===== config.mk =====
export PLATFORM = sky130hd
export DESIGN_NAME = dmem_window_regs
export DESIGN_NICKNAME = d
export VERILOG_FILES = /design/src/verilog/dmem_pkg.sv /design/src/verilog/dmem_window_regs.sv
export SDC_FILE = /design/constraint.sdc
export NUM_CORES = 1
export LEC_CHECK = 0
export BUFFER_PORTS_ARGS = -buffer_cell sky130_fd_sc_hd__clkbuf_2
export CELL_PAD_IN_SITES_DETAIL_PLACEMENT = 0
export CELL_PAD_IN_SITES_GLOBAL_PLACEMENT = 1
export CORE_MARGIN = 5
export CORE_UTILIZATION = 39
export CTS_CLUSTER_SIZE = 24
export DETAILED_ROUTE_END_ITERATION = 6
export HOLD_SLACK_MARGIN = 0.03
export PLACE_DENSITY = 0.83
export SLEW_MARGIN = 0
export SYNTH_ARGS = -nofsm -noshare
export SYNTH_HDL_FRONTEND = slang
export SYNTH_SLANG_ARGS = --single-unit

===== constraint.sdc =====
create_clock -name clk -period 1.9 [get_ports clk]
set_input_delay 0.19 -clock clk [delete_from_list [all_inputs] [get_ports clk]]
set_output_delay 0.19 -clock clk [all_outputs]
set_load 0.05 [all_outputs]

===== src/verilog/dmem_pkg.sv =====
// Shared types and constants of the data memory subsystem: address, data, strobe, count, fault data
package dmem_pkg;

   // Byte address as seen by the requester
   typedef logic [31:0] addr_t;

   // One memory word, four byte lanes
   typedef logic [31:0] data_t;

   // Byte enables, bit n covers data bits 8n+7 down to 8n
   typedef logic [3:0] strb_t;

   // Fault and credit counts
   typedef logic [15:0] cnt_t;

   // Data returned with the error flag on any faulting access
   localparam data_t FAULT_DATA = 32'hDEAD_BEEF;

endpackage

===== src/verilog/dmem_window_regs.sv =====
// Window base and limit configuration registers with saturating access fault counter
module dmem_window_regs #(
   parameter int MEM_WORDS = 256        // RAM size in words, sets reset limit
) (
   input  logic               clk,
   input  logic               i_arst_n,
   input  logic               i_cfg_wr,      // Config write strobe
   input  logic               i_cfg_sel,     // 0 base, 1 limit
   input  dmem_pkg::addr_t    i_cfg_wdata,   // New base or limit
   input  logic               i_fault,       // Fault pulse from issue
   output dmem_pkg::addr_t    o_win_base,
   output dmem_pkg::addr_t    o_win_limit,
   output dmem_pkg::cnt_t     o_fault_count
);

   // Last byte address of the RAM, window covers all of it after reset
   localparam dmem_pkg::addr_t RAM_LAST_BYTE = dmem_pkg::addr_t'(MEM_WORDS * 4 - 1);

   localparam logic SEL_BASE  = 1'b0;
   localparam logic SEL_LIMIT = 1'b1;

   dmem_pkg::addr_t win_base_q;         // Lowest legal byte address
   dmem_pkg::addr_t win_limit_q;        // Highest legal byte address
   dmem_pkg::cnt_t  fault_cnt_q;        // Faults seen since reset
   logic            fault_cnt_full;     // Counter at its maximum

   // Window registers, written one at a time
   always_ff @(posedge clk or negedge i_arst_n) begin
      if (!i_arst_n) begin
         win_base_q  <= '0;             // Start of RAM
         win_limit_q <= RAM_LAST_BYTE;  // End of RAM
      end else if (i_cfg_wr) begin
         if (i_cfg_sel == SEL_BASE) begin
            win_base_q <= i_cfg_wdata;
         end
         if (i_cfg_sel == SEL_LIMIT) begin
            win_limit_q <= i_cfg_wdata;
         end
      end
   end

   assign fault_cnt_full = &fault_cnt_q;  // All ones

   // Counter sticks at max rather than wrapping to zero
   always_ff @(posedge clk or negedge i_arst_n) begin
      if (!i_arst_n) begin
         fault_cnt_q <= '0;
      end else if (i_fault && !fault_cnt_full) begin
         fault_cnt_q <= fault_cnt_q + 1'b1;  // One per faulting pop
      end
   end

   assign o_win_base    = win_base_q;
   assign o_win_limit   = win_limit_q;
   assign o_fault_count = fault_cnt_q;  // Read-back

endmodule


**After elaboration in Yosys (flattened, before gate mapping)**

Cells that the tools add are included.

- Bitwise operators: 1
- Add/sub/neg operators: 1
- Reduce and logical (&&, ||, !) cells: 5

Operators by type and width:

| cell | number |
|---|---|
| $add A16 B1 Y16 const B | 1 |
| $reduce_and A16 Y1 | 1 |
| $reduce_and A2 Y1 | 2 |
| $logic_and A1 B1 Y1 | 1 |
| $logic_not A1 Y1 | 1 |
| $not A1 Y1 | 1 |

- Bits of input ports: 37
- Logic and storage cells: 10
- Register bits: 80
- Output and inout bits: 80

**Depth between registers and ports, before layout**

Gate-level depths: netlist (run 1).

- Depth in word-level cells: 3
- Depth in mapped cells: 5
- Mapped depth without buffers: 5

**Least setup slack after synthesis (run 1)**

Ideal clock, no wire load.

- Kind: flip-flop to flip-flop
- Start point: reg fault_cnt_q[0], in the netlist o_fault_count[0]
- End point: reg fault_cnt_q[1], in the netlist o_fault_count[1]
- Library setup time: 128 ps
- Clock period less this slack: 2092 ps
- Stages on the path, launching flop included: 6
- Slack: -192 ps
- Data arrival time: 1965 ps
- Required time: 1772 ps
- Path buffers: 0
- Cells stage by stage: dfrtp_1 -> ha_1 -> nand3_1 -> nor4_4 -> nand2b_2 -> mux2_1

- Longest elaborated chain between the ends: 3
- Elaborated cells between the ends (all ways): 4
- Classes of those cells: 1 x add/sub; 3 x reduce/logical

RTL lines:

| item | line | RTL |
|---|---|---|
| start, declared | dmem_window_regs.sv:24 | `dmem_pkg::cnt_t fault_cnt_q;` |
| start signal, assigned | dmem_window_regs.sv:49 | `fault_cnt_q <= fault_cnt_q + 1'b1;` |
| parallel branches: the longest is 3 deep, another holds $add A16 B1 Y16 | n/a |  |

Parallel ways; which one is timed is not known.
A chain may end at the register's enable or synchronous reset.

**Worst setup path after layout (run 1)**

Same ends and word-level chain as after synthesis.

==> results.rst, run 1 <==
.. list-table::
   :header-rows: 1

   * - Metric
     - Value
   * - DR iter-0 viols
     - 82
   * - Post-route fraction of the period consumed by the critical path
     - 0.812
   * - Area of combinational cells with multiple inputs
     - 1180 µm²
   * - Ports
     - 117
   * - Antenna violations before repair
     - 0
   * - Core Region
     - 8130 µm²
   * - Clock insertion delay at the later pin of the skew report
     - 340 ps
   * - Fraction of met3 tracks used by global routing
     - 0.0512
   * - Remaining global-route overflow
     - 0
   * - Total count of max-transition violations in the final report
     - 0
   * - Clock root buffer
     - sky130_fd_sc_hd__clkbuf_8
   * - DRT Wirelength
     - 6.80 mm
   * - Row Count
     - 33
   * - Worst Setup EP
     - o_fault_count[1]
   * - Routability cong.
     - 0.789
   * - Number of failing hold endpoints at the final stage
     - 0
   * - Number of enable-type register cells in the synthesized netlist
     - 0
   * - Maximum vdd drop
     - 0.934 mV
   * - Synth-to-layout area growth
     - 30.4%
   * - Worst Max-Slew Pin Slew
     - 413 ps
   * - CTS buffer count
     - 9
   * - Warnings, synthesis
     - 0
   * - Leakage power summed over all cells
     - 0.00203 µW
   * - # clock sinks
     - 80
   * - First-pass GRT wire length
     - 11.4 mm
   * - Top cell types by occurrence after synthesis
     - sky130_fd_sc_hd__dfrtp_1 (70), sky130_fd_sc_hd__mux2_2 (62), sky130_fd_sc_hd__dfstp_2 (10), sky130_fd_sc_hd__nand2_1 (9), sky130_fd_sc_hd__xor2_1 (9)
   * - Starting density of the core
     - 0.398
   * - Final total negative setup slack
     - 0 ps
   * - Net count after synthesis
     - 255
   * - Share of synthesized flip-flops with an asynchronous set or reset
     - 1.00
   * - Max-capacitance violation count
     - 0
   * - Required time of the critical path
     - 2120 ps
   * - Avg WL per Cell
     - 15.1 µm
   * - Post-DR vias/cell
     - 4.81
   * - # diodes
     - 0
   * - Length in cells of the worst reg-to-reg path
     - 5
   * - Reg-to-Reg Start
     - o_fault_count[0]
   * - Top Usage Layer GRT
     - met2
   * - Number of nets with antenna violations after detailed routing
     - 0
   * - Most frequently used cell type in the post-synthesis netlist
     - sky130_fd_sc_hd__dfrtp_1
   * - Combined flip-flop and latch cell area
     - 2030 µm²
   * - First element of the critical path
     - o_fault_count[0]
   * - Die Outline Area
     - 10200 µm²
   * - Total track usage
     - 0.142
   * - Worst reg2reg endpoint
     - o_fault_count[1]
   * - Outcome
     - completed
   * - Cts repair resizes
     - 0
   * - Maximum number of pins on one net before global-route repair
     - 81
   * - Port-buffer cells
     - 116
   * - H-tree depth reported by CTS
     - 3
   * - RSZ-0062 raised after global routing
     - false
   * - Largest cells by area after synthesis
     - sky130_fd_sc_hd__dfrtp_1 (54%), sky130_fd_sc_hd__mux2_2 (22%), sky130_fd_sc_hd__dfstp_2 (8.1%)
   * - Type of origin of the critical path
     - flip-flop
   * - Fraction of final layout cells with drive strength greater than 1
     - 0.665
   * - Layout Skew
     - 13.8 ps
   * - TritonCTS clock tree
     - done
   * - Achievable frequency
     - 648 MHz
   * - Router iterations before antenna repair
     - 4
   * - Nets@finish
     - 379
   * - Average cell area after synthesis
     - 14.9 µm²
   * - Die extent in x
     - 101 µm
   * - Number of register bits inferred by synthesis
     - 80
   * - GR Layer Usage met1
     - 0.184
   * - Vertical die dimension
     - 101 µm
   * - Hold Startpoint
     - i_cfg_wdata[5]
   * - Worst Path Arrival
     - 1760 ps
   * - Number of post-CTS setup repair buffers
     - 0
   * - Post-Syn Area
     - 3230 µm²
   * - Met2 usage in global routing
     - 0.226
   * - Post-synthesis sequential area ratio
     - 0.623
   * - Top FF cell, synth
     - sky130_fd_sc_hd__dfrtp_1
   * - Remaining max-slew budget at the tightest pin
     - 0.725
   * - Pwr/cell area
     - 1290 nW/µm²
   * - Final worst path period need
     - 1540 ps
   * - Gate count after technology mapping
     - 217
   * - Post-synth cell types
     - 31
   * - Clk slew on worst S/H paths
     - 80 ps
   * - Crit Path Category
     - reg -> reg
   * - Largest driver fanout on the critical path
     - 5
   * - Final number of setup-violating endpoints
     - 0
   * - Classification of the worst-slack hold path
     - in -> reg
   * - Register-to-register setup slack
     - 360 ps
   * - Vias after detailed routing
     - 2171
   * - Share of the core filled with cells
     - 0.519
   * - Critical path capture point type
     - flip-flop
   * - Vias in the first global route
     - 2342
   * - Detail Placement HPWL
     - 4.95 mm
   * - Largest area contributor in the synthesized netlist
     - sky130_fd_sc_hd__dfrtp_1
   * - Deepest clock path buffer count
     - 2
   * - Number of fill cells
     - 741
   * - Total DRC errors in the routed layout
     - 0
   * - Share of the synthesized area in the top cell type
     - 0.542
## metrics by stage
step / power (µW) / std cells / setup WS [ps] / hold slack [ps] / area, µm²
6_report: 5440 / 451 / 358 / 85.7 / 4220
4_1_cts: 5510 / 451 / 334 / 68.3 / 4220
3_5_place_dp: 4150 / 434 / 347 / 249 / 3990
2_1_floorplan: 3660 / 217 / 3.42 / -106 / 3250
5_1_grt: 5720 / 451 / 214 / 68.0 / 4220
3_3_place_gp: 4100 / 434 / 375 / 243 / 3990
## cells in the final DEF (no fill, tap or decap)
cell	instances
sky130_fd_sc_hd__clkbuf_2	115
sky130_fd_sc_hd__mux2_2	62
sky130_fd_sc_hd__dfrtp_1	57
sky130_fd_sc_hd__dfrtp_2	13
sky130_fd_sc_hd__dfstp_2	10
sky130_fd_sc_hd__nand2_1	9
sky130_fd_sc_hd__xor2_1	9
sky130_fd_sc_hd__clkbuf_8	9
sky130_fd_sc_hd__nor2_1	8
sky130_fd_sc_hd__nor3_1	5
sky130_fd_sc_hd__nand3_1	4
sky130_fd_sc_hd__nand4_1	4
sky130_fd_sc_hd__mux2_1	4
sky130_fd_sc_hd__buf_4	4
sky130_fd_sc_hd__a21oi_1	3
sky130_fd_sc_hd__nand4_4	2
sky130_fd_sc_hd__and4_1	2
sky130_fd_sc_hd__and3_1	2
sky130_fd_sc_hd__a2111oi_2	2
sky130_fd_sc_hd__clkbuf_1	2
sky130_fd_sc_hd__clkinvlp_4	2
sky130_fd_sc_hd__bufinv_16	2
sky130_fd_sc_hd__buf_12	2
sky130_fd_sc_hd__nor4_4	1
sky130_fd_sc_hd__nand2b_2	1
sky130_fd_sc_hd__xnor2_1	1
sky130_fd_sc_hd__nor2b_4	1
sky130_fd_sc_hd__nor2_2	1
sky130_fd_sc_hd__or2_2	1
sky130_fd_sc_hd__nand3_2	1
sky130_fd_sc_hd__a211oi_1	1
sky130_fd_sc_hd__a31oi_1	1
sky130_fd_sc_hd__inv_1	1
sky130_fd_sc_hd__nor4_1	1
sky130_fd_sc_hd__ha_1	1
sky130_fd_sc_hd__clkinv_4	1
sky130_fd_sc_hd__dlygate4sd3_1	1
## worst max-delay path, cell delays in order, from the launching register on
cell                       delay, ps
sky130_fd_sc_hd__dfrtp_2         390
sky130_fd_sc_hd__ha_1            230
sky130_fd_sc_hd__nand3_1         150
sky130_fd_sc_hd__nor4_4          160
sky130_fd_sc_hd__nand2b_2        180
sky130_fd_sc_hd__mux2_1          320
## timing repair
item / 4_1_cts / 5_1_grt
hold endpoints to repair: 70 / 0
endpoints found under the setup margin: 0 / 0
hold buffers: 1 / 0
## worst min-delay path by stage
stage	cells past startpoint	to	slack, ps
after floorplan	0	o_fault_count[0]	-110
after global placement	2	o_fault_count[4]	240
after detailed placement	2	o_fault_count[4]	250
after CTS	2	o_win_limit[19]	70
after global routing	2	o_win_base[19]	70
final	2	o_win_base[5]	90
## where the power goes
part           total (µW)  internal [µW]  switching (µW)
logic                1820            466            1350
registers            2280           2020             258
clock network        1340            744             598
## state kept, by name, summed over array words and instances, names as in the netlist
name           flops
o_win_limit       32
o_win_base        32
o_fault_count     16
## cell type report
type	count	area share
sequential	80	0.481
clock inverter	5	0.0199
tap	105	0.0311
timing repair buffer	122	0.155
inverter	1	0.000890
clock buffer	11	0.0311
multi-input combinational	127	0.280
## layer usage
metal  share of wire  vias to the layer above  wire length, µm
met5               0                        -                0
met4          0.0094                        0               64
met3           0.074                        5              500
met2            0.49                       69             3330
met1            0.43                     1077             2910
li1                -                     1020                -
## cells by family after synthesis
kind of cell               count (synthesis)  share of synthesized area
buffers and inverters                     10                     0.0143
DFF                                       80                      0.623
muxes                                     66                      0.230
and+or+nand+nor                           43                     0.0839
AOI/OAI and AO/OA                          7                     0.0182
adders and majority gates                  1                    0.00387
xor gates and xnor gates                  10                     0.0271
Power figures use the tool's default switching activity.
==> run 2: changes to the inputs <==
Settings changed: ABC_AREA set to 1, CORE_UTILIZATION 39 to 36.
Clock period 1.9 ns to 1.6 ns, I/O delays scaled along.
==> run 2 against run 1 <==
Net effect:
- via count grew 35%
- clock skew fell by 4.9 ps
- sequential cell count stayed put
- synthesized cell count is 77% higher
- count of clock-buffer cells in the layout down 1
- area after synthesis up 3.8%
- worst setup slack lost 230 ps
- combinational power fell by 7%
- largest cell class unchanged
==> results.rst, run 2 <==
.. list-table::
   :header-rows: 1

   * - Metric
     - Value
   * - Area of combinational cells with multiple inputs
     - 1120 µm²
   * - Achievable frequency
     - 678 MHz
   * - Type of origin of the critical path
     - flip-flop
   * - Length of routed met3 wiring
     - 660 µm
   * - Maximum vdd drop
     - 0.727 mV
   * - Max-capacitance violation count
     - 0
   * - Share of synthesized flip-flops with an asynchronous set or reset
     - 1.00
   * - Largest cells by area after synthesis
     - sky130_fd_sc_hd__dfrtp_1 (52%), sky130_fd_sc_hd__nand2_1 (15%), sky130_fd_sc_hd__o21ai_0 (9.7%)
   * - Starting density of the core
     - 0.367
   * - Final total negative setup slack
     - 0 ps
   * - Vias after detailed routing
     - 2921
   * - Post-synth cell types
     - 21
   * - Avg WL per Cell
     - 13.1 µm
   * - Detail Placement HPWL
     - 5.89 mm
   * - Die Outline Area
     - 11400 µm²
   * - Post-Syn Area
     - 3360 µm²
   * - Post-synthesis sequential area ratio
     - 0.600
   * - Sum of routed wire segments on met1
     - 3.86 mm
   * - Classification of the worst-slack hold path
     - in -> reg
   * - Combined flip-flop and latch cell area
     - 2020 µm²
   * - Net count after synthesis
     - 423
   * - Routability cong.
     - 0.780
   * - Clk slew on worst S/H paths
     - 70 ps
   * - Share of the synthesized area in the top cell type
     - 0.522
   * - Number of post-CTS setup repair buffers
     - 0
   * - CTS buffer count
     - 9
   * - Remaining global-route overflow
     - 0
   * - Total track usage
     - 0.150
   * - Total count of max-transition violations in the final report
     - 0
   * - Placed Cells incl. Taps
     - 605
   * - Top FF cell, synth
     - sky130_fd_sc_hd__dfrtp_1
   * - Final worst path period need
     - 1470 ps
   * - Crit Path Category
     - reg -> reg
   * - Gate count after technology mapping
     - 385
   * - Most frequent cells in the layout
     - sky130_fd_sc_hd__nand2_1 (129), sky130_fd_sc_hd__clkbuf_2 (115), sky130_fd_sc_hd__dfrtp_1 (68)
   * - Port-buffer cells
     - 116
   * - Critical path capture point type
     - flip-flop
   * - DR iter-0 viols
     - 123
   * - H-tree depth reported by CTS
     - 3
   * - Clock insertion delay at the later pin of the skew report
     - 340 ps
   * - RSZ-0062 raised after global routing
     - false
   * - Total DRC errors in the routed layout
     - 0
   * - Final number of setup-violating endpoints
     - 0
   * - # clock sinks
     - 80
   * - Fraction of final layout cells with drive strength greater than 1
     - 0.317
   * - Post-route fraction of the period consumed by the critical path
     - 0.922
   * - Layout Skew
     - 9.00 ps
   * - Largest area contributor in the synthesized netlist
     - sky130_fd_sc_hd__dfrtp_1
   * - Outcome
     - completed
   * - DRT Wirelength
     - 8.25 mm
   * - Leading cell type in the layout, fill and taps excluded
     - sky130_fd_sc_hd__nand2_1
   * - Number of nets with antenna violations after detailed routing
     - 0
   * - Maximum number of pins on one net before global-route repair
     - 45
   * - Post-DR vias/cell
     - 4.63
   * - Leakage power summed over all cells
     - 0.00237 µW
   * - Number of enable-type register cells in the synthesized netlist
     - 0
   * - Average cell area after synthesis
     - 8.72 µm²
   * - Warnings, synthesis
     - 0
   * - Number of fill cells
     - 909
   * - Final cell count without fillers
     - 631
   * - Number of register bits inferred by synthesis
     - 80
   * - Synth-to-layout area growth
     - 32.0%
   * - Worst Path Arrival
     - 1700 ps
   * - Largest driver fanout on the critical path
     - 9
   * - Share of the core filled with cells
     - 0.484
   * - Antenna violations before repair
     - 0
   * - Nets@finish
     - 553
   * - Vias in the first global route
     - 2880
   * - # diodes
     - 0
   * - Worst Max-Slew Pin Slew
     - 577 ps
   * - TritonCTS clock tree
     - done
   * - Row Count
     - 35
   * - Deepest clock path buffer count
     - 2
   * - Top cell types by occurrence after synthesis
     - sky130_fd_sc_hd__nand2_1 (131), sky130_fd_sc_hd__dfrtp_1 (70), sky130_fd_sc_hd__o21ai_0 (65), sky130_fd_sc_hd__inv_1 (47), sky130_fd_sc_hd__nor2_1 (15)
   * - Die extent in x
     - 107 µm
   * - Top metal layer carrying routed signals
     - met4
   * - Core Region
     - 9150 µm²
   * - Router iterations before antenna repair
     - 4
   * - Required time of the critical path
     - 1820 ps
   * - First-pass GRT wire length
     - 13.6 mm
   * - Vertical die dimension
     - 107 µm
   * - Ports
     - 117
   * - Remaining max-slew budget at the tightest pin
     - 0.615
   * - Number of failing hold endpoints at the final stage
     - 0
   * - Most frequently used cell type in the post-synthesis netlist
     - sky130_fd_sc_hd__nand2_1
   * - Clock root buffer
     - sky130_fd_sc_hd__clkbuf_8
   * - Pwr/cell area
     - 1330 nW/µm²
   * - Met2 Wirelength
     - 3.62 mm
==> run 2: final cells by class <==
cell class                      count  area share
Multi-Input combinational cell    243       0.253
Clock inverter                      6      0.0209
Tap cell                          111      0.0313
Clock buffer                       10      0.0311
Inverter                           49      0.0415
Timing Repair Buffer              132       0.167
Sequential cell                    80       0.455
==> run 2: final timing paths <==
path | from | endpoint | slack, ps | cells past startpoint
worst max-delay path | o_fault_count[0] | o_fault_count[7] | 130 | 8
worst min-delay path | i_cfg_wdata[8] | o_win_limit[8] | 50 | 3
worst max register to register | o_fault_count[0] | o_fault_count[7] | 130 | 8
worst min register to register | o_win_base[12] | o_win_base[12] | 490 | 2
max in group asynchronous | i_arst_n | o_win_limit[16] | 680 | 3
min in group asynchronous | i_arst_n | o_win_base[3] | 360 | 2
==> run 2: stage by stage <==
stage / hold slack (ps) / cell area, µm² / power (µW) / setup slack, ps
floorplan: -136 / 3360 / 3760 / 20.9
global placement: 205 / 4090 / 4220 / 87.5
detailed placement: 206 / 4090 / 4250 / 24.5
CTS: 30.1 / 4410 / 5970 / 2.02
global route: 37.2 / 4430 / 6210 / 19.5
finish: 45.7 / 4430 / 5900 / 126
==> run 2: kinds of logic (layout without fill, tap and decap cells) <==
logic type / Yosys count / in the layout / share of synthesized area
AO/OA/AOI/OAI: 68 / 68 / 0.102
XOR/XNOR: 5 / 5 / 0.0130
adder cells (fa/ha/maj): 1 / 1 / 0.00373
buffers and inverters: 62 / 197 / 0.0715
flip-flops: 80 / 80 / 0.600
AND/OR/NAND/NOR: 169 / 169 / 0.209
==> run 2: report_power, final <==
part	leakage [µW]	switching, µW	internal [µW]
Clock	0.000109	750	926
Sequential	0.000986	219	2300
Combinational	0.00128	1320	381
==> run 2: critical path: stages (launching register included) <==
cell	delay, ps
sky130_fd_sc_hd__dfrtp_2	420
sky130_fd_sc_hd__ha_2	240
sky130_fd_sc_hd__nand3_2	150
sky130_fd_sc_hd__inv_1	110
sky130_fd_sc_hd__nand2_1	70
sky130_fd_sc_hd__nor2_2	170
sky130_fd_sc_hd__nor2_4	90
sky130_fd_sc_hd__nand2_1	60
sky130_fd_sc_hd__o21ai_1	50
==> run 2: what timing repair did <==
action,in CTS,in global routing
hold buffers,9,1
setup endpoints to repair,0,8
resized for setup,0,4
hold endpoints to repair,40,1
==> run 2: layer usage <==
metal	GRT usage	vias up
met4	0.0466	0
met2	0.227	103
met5	0	-
met3	0.0488	13
met1	0.205	1348
li1	-	1457
==> run 3: changes to the inputs <==
Settings changed: GPL_ROUTABILITY_DRIVEN set to 0, MAX_ROUTING_LAYER set to met4.
Clock period 1.6 ns to 1.5 ns, I/O delays scaled along.
==> run 3 against run 2 <==
Net effect:
- combinational power is 9% higher
- critical endpoint is now o_fault_count[6]
- wire length fell by 1.4%
- clock skew increased by 1.6 ps
- critical path depth is the same
- maximum frequency increased by 5.6%
- via count is 2.1% lower
- global-route usage rose by 0.48 points
- cell area increased by 1.3%
==> results.rst, run 3 (synthesized netlist as in run 2, its figures left out) <==
.. list-table::
   :header-rows: 1

   * - Metric
     - Value
   * - Internal portion of total power
     - 3840 µW
   * - Final worst path period need
     - 1400 ps
   * - Part of the power in the clock network
     - 0.271
   * - Remaining max-slew budget at the tightest pin
     - 0.706
   * - Row Count
     - 35
   * - Final-layout worst hold slack
     - 50.6 ps
   * - Nets@finish
     - 559
   * - Post-DR vias/cell
     - 4.49
   * - First-pass GRT wire length
     - 13.9 mm
   * - Sw Pwr
     - 2410 µW
   * - Clock root buffer
     - sky130_fd_sc_hd__clkbuf_8
   * - Sequential cell fraction of total power
     - 0.431
   * - Critical path capture point type
     - flip-flop
   * - Number of nets with antenna violations after detailed routing
     - 0
   * - Ports
     - 117
   * - DR iter-0 viols
     - 116
   * - Remaining global-route overflow
     - 0
   * - Total track usage
     - 0.155
   * - Crit Path Category
     - reg -> reg
   * - CTS buffer count
     - 9
   * - Combinational share of power
     - 0.298
   * - Leakage power summed over all cells
     - 0.00239 µW
   * - H-tree depth reported by CTS
     - 3
   * - Vertical die dimension
     - 107 µm
   * - Switching Fraction
     - 0.385
   * - Worst Max-Slew Pin Slew
     - 442 ps
   * - Total DRC errors in the routed layout
     - 0
   * - Maximum number of pins on one net before global-route repair
     - 81
   * - Post-route fraction of the period consumed by the critical path
     - 0.930
   * - Die extent in x
     - 107 µm
   * - Total count of max-transition violations in the final report
     - 0
   * - Required time of the critical path
     - 1760 ps
   * - Layout Skew
     - 10.6 ps
   * - Final number of setup-violating endpoints
     - 0
   * - Starting density of the core
     - 0.367
   * - Number of failing hold endpoints at the final stage
     - 0
   * - Largest driver fanout on the critical path
     - 11
   * - # diodes
     - 0
   * - Synth-to-layout area growth
     - 33.7%
   * - Placed Cells incl. Taps
     - 608
   * - Core Region
     - 9150 µm²
   * - Leading cell type in the layout, fill and taps excluded
     - sky130_fd_sc_hd__nand2_1
   * - Pwr/cell area
     - 1390 nW/µm²
   * - Vias in the first global route
     - 2940
   * - Classification of the worst-slack hold path
     - in -> reg
   * - Max-capacitance violation count
     - 0
   * - Achievable frequency
     - 717 MHz
   * - Vias after detailed routing
     - 2860
   * - Avg WL per Cell
     - 12.8 µm
   * - Detail Placement HPWL
     - 5.95 mm
   * - Clk slew on worst S/H paths
     - 70 ps
   * - Overall Power
     - 6250 µW
   * - Fraction of final layout cells with drive strength greater than 1
     - 0.335
   * - Worst Path Arrival
     - 1650 ps
   * - Maximum vdd drop
     - 0.763 mV
   * - DRT Wirelength
     - 8.14 mm
   * - Port-buffer cells
     - 116
   * - TritonCTS clock tree
     - done
   * - Outcome
     - completed
   * - # clock sinks
     - 80
   * - Most frequent cells in the layout
     - sky130_fd_sc_hd__nand2_1 (129), sky130_fd_sc_hd__clkbuf_2 (115), sky130_fd_sc_hd__o21ai_0 (65)
   * - Die Outline Area
     - 11400 µm²
   * - Clock insertion delay at the later pin of the skew report
     - 340 ps
   * - Router iterations before antenna repair
     - 5
   * - Deepest clock path buffer count
     - 2
   * - Type of origin of the critical path
     - flip-flop
   * - Antenna violations before repair
     - 0
   * - Final cell count without fillers
     - 637
==> run 3: layer usage <==
| layer | global-route usage | vias up | part of all wire |
|---|---|---|---|
| met4 | 0.0365 | 0 | 0.0052 |
| met2 | 0.241 | 83 | 0.48 |
| met3 | 0.0578 | 5 | 0.068 |
| met5 | - | - | 0 |
| met1 | 0.193 | 1305 | 0.45 |
| li1 | - | 1467 | - |
==> run 3: repair_timing <==
| action | in CTS | in global routing |
|---|---|---|
| hold buffers | 12 | 0 |
| buffers inserted | 0 | 1 |
| hold endpoints to repair | 81 | 0 |
| gates resized for setup | 0 | 3 |
| endpoints found under the setup margin | 0 | 6 |
==> run 3: cell type report <==
class,count,area [µm²]
Tap cell,111,139
Timing Repair Buffer,138,791
Clock buffer,11,131
Inverter,49,184
Sequential cell,80,2030
Clock inverter,5,81.3
Multi-Input combinational cell,243,1130
Fill cell,882,4660
==> run 3: worst max-delay path, cell delays in order, from the launching register on <==
cell and delay (ps):
sky130_fd_sc_hd__dfrtp_2 420, sky130_fd_sc_hd__ha_4 170, sky130_fd_sc_hd__nand3_2 100, sky130_fd_sc_hd__buf_4 170
sky130_fd_sc_hd__nor2_4 120, sky130_fd_sc_hd__nand2_4 110, sky130_fd_sc_hd__nand2_8 110, sky130_fd_sc_hd__nand2_1 70
sky130_fd_sc_hd__o21ai_2 60
==> run 3: final timing paths <==
kind	to	slack, ps	depth (start not counted)	from
min in group asynchronous	o_win_limit[15]	360	3	i_arst_n
worst max register to register	o_fault_count[6]	100	8	o_fault_count[1]
worst max-delay path	o_fault_count[6]	100	8	o_fault_count[1]
max in group asynchronous	o_fault_count[6]	750	3	i_arst_n
worst min register to register	o_win_base[8]	490	2	o_win_base[8]
worst min-delay path	o_win_limit[5]	50	3	i_cfg_wdata[5]
==> run 3: per-stage QoR <==
stage	TNS, ps	instance area, µm²	setup slack [ps]	util
3_3_place_gp	0	4140	131	0.452
4_1_cts	0	4470	58.4	0.488
6_report	0	4490	104	0.490
5_1_grt	-8.64	4490	-8.64	0.490
2_1_floorplan	0	3380	7.89	-
3_5_place_dp	0	4140	90.9	0.452
==> run 3: power groups by stage <==
stage,combinational [µW],clock (µW),sequential [µW]
finish,1860,1690,2690
global route,1990,1870,2730
CTS,1880,1780,2700
detailed placement,1850,0,2730
global placement,1830,0,2720
floorplan,349,0,3680
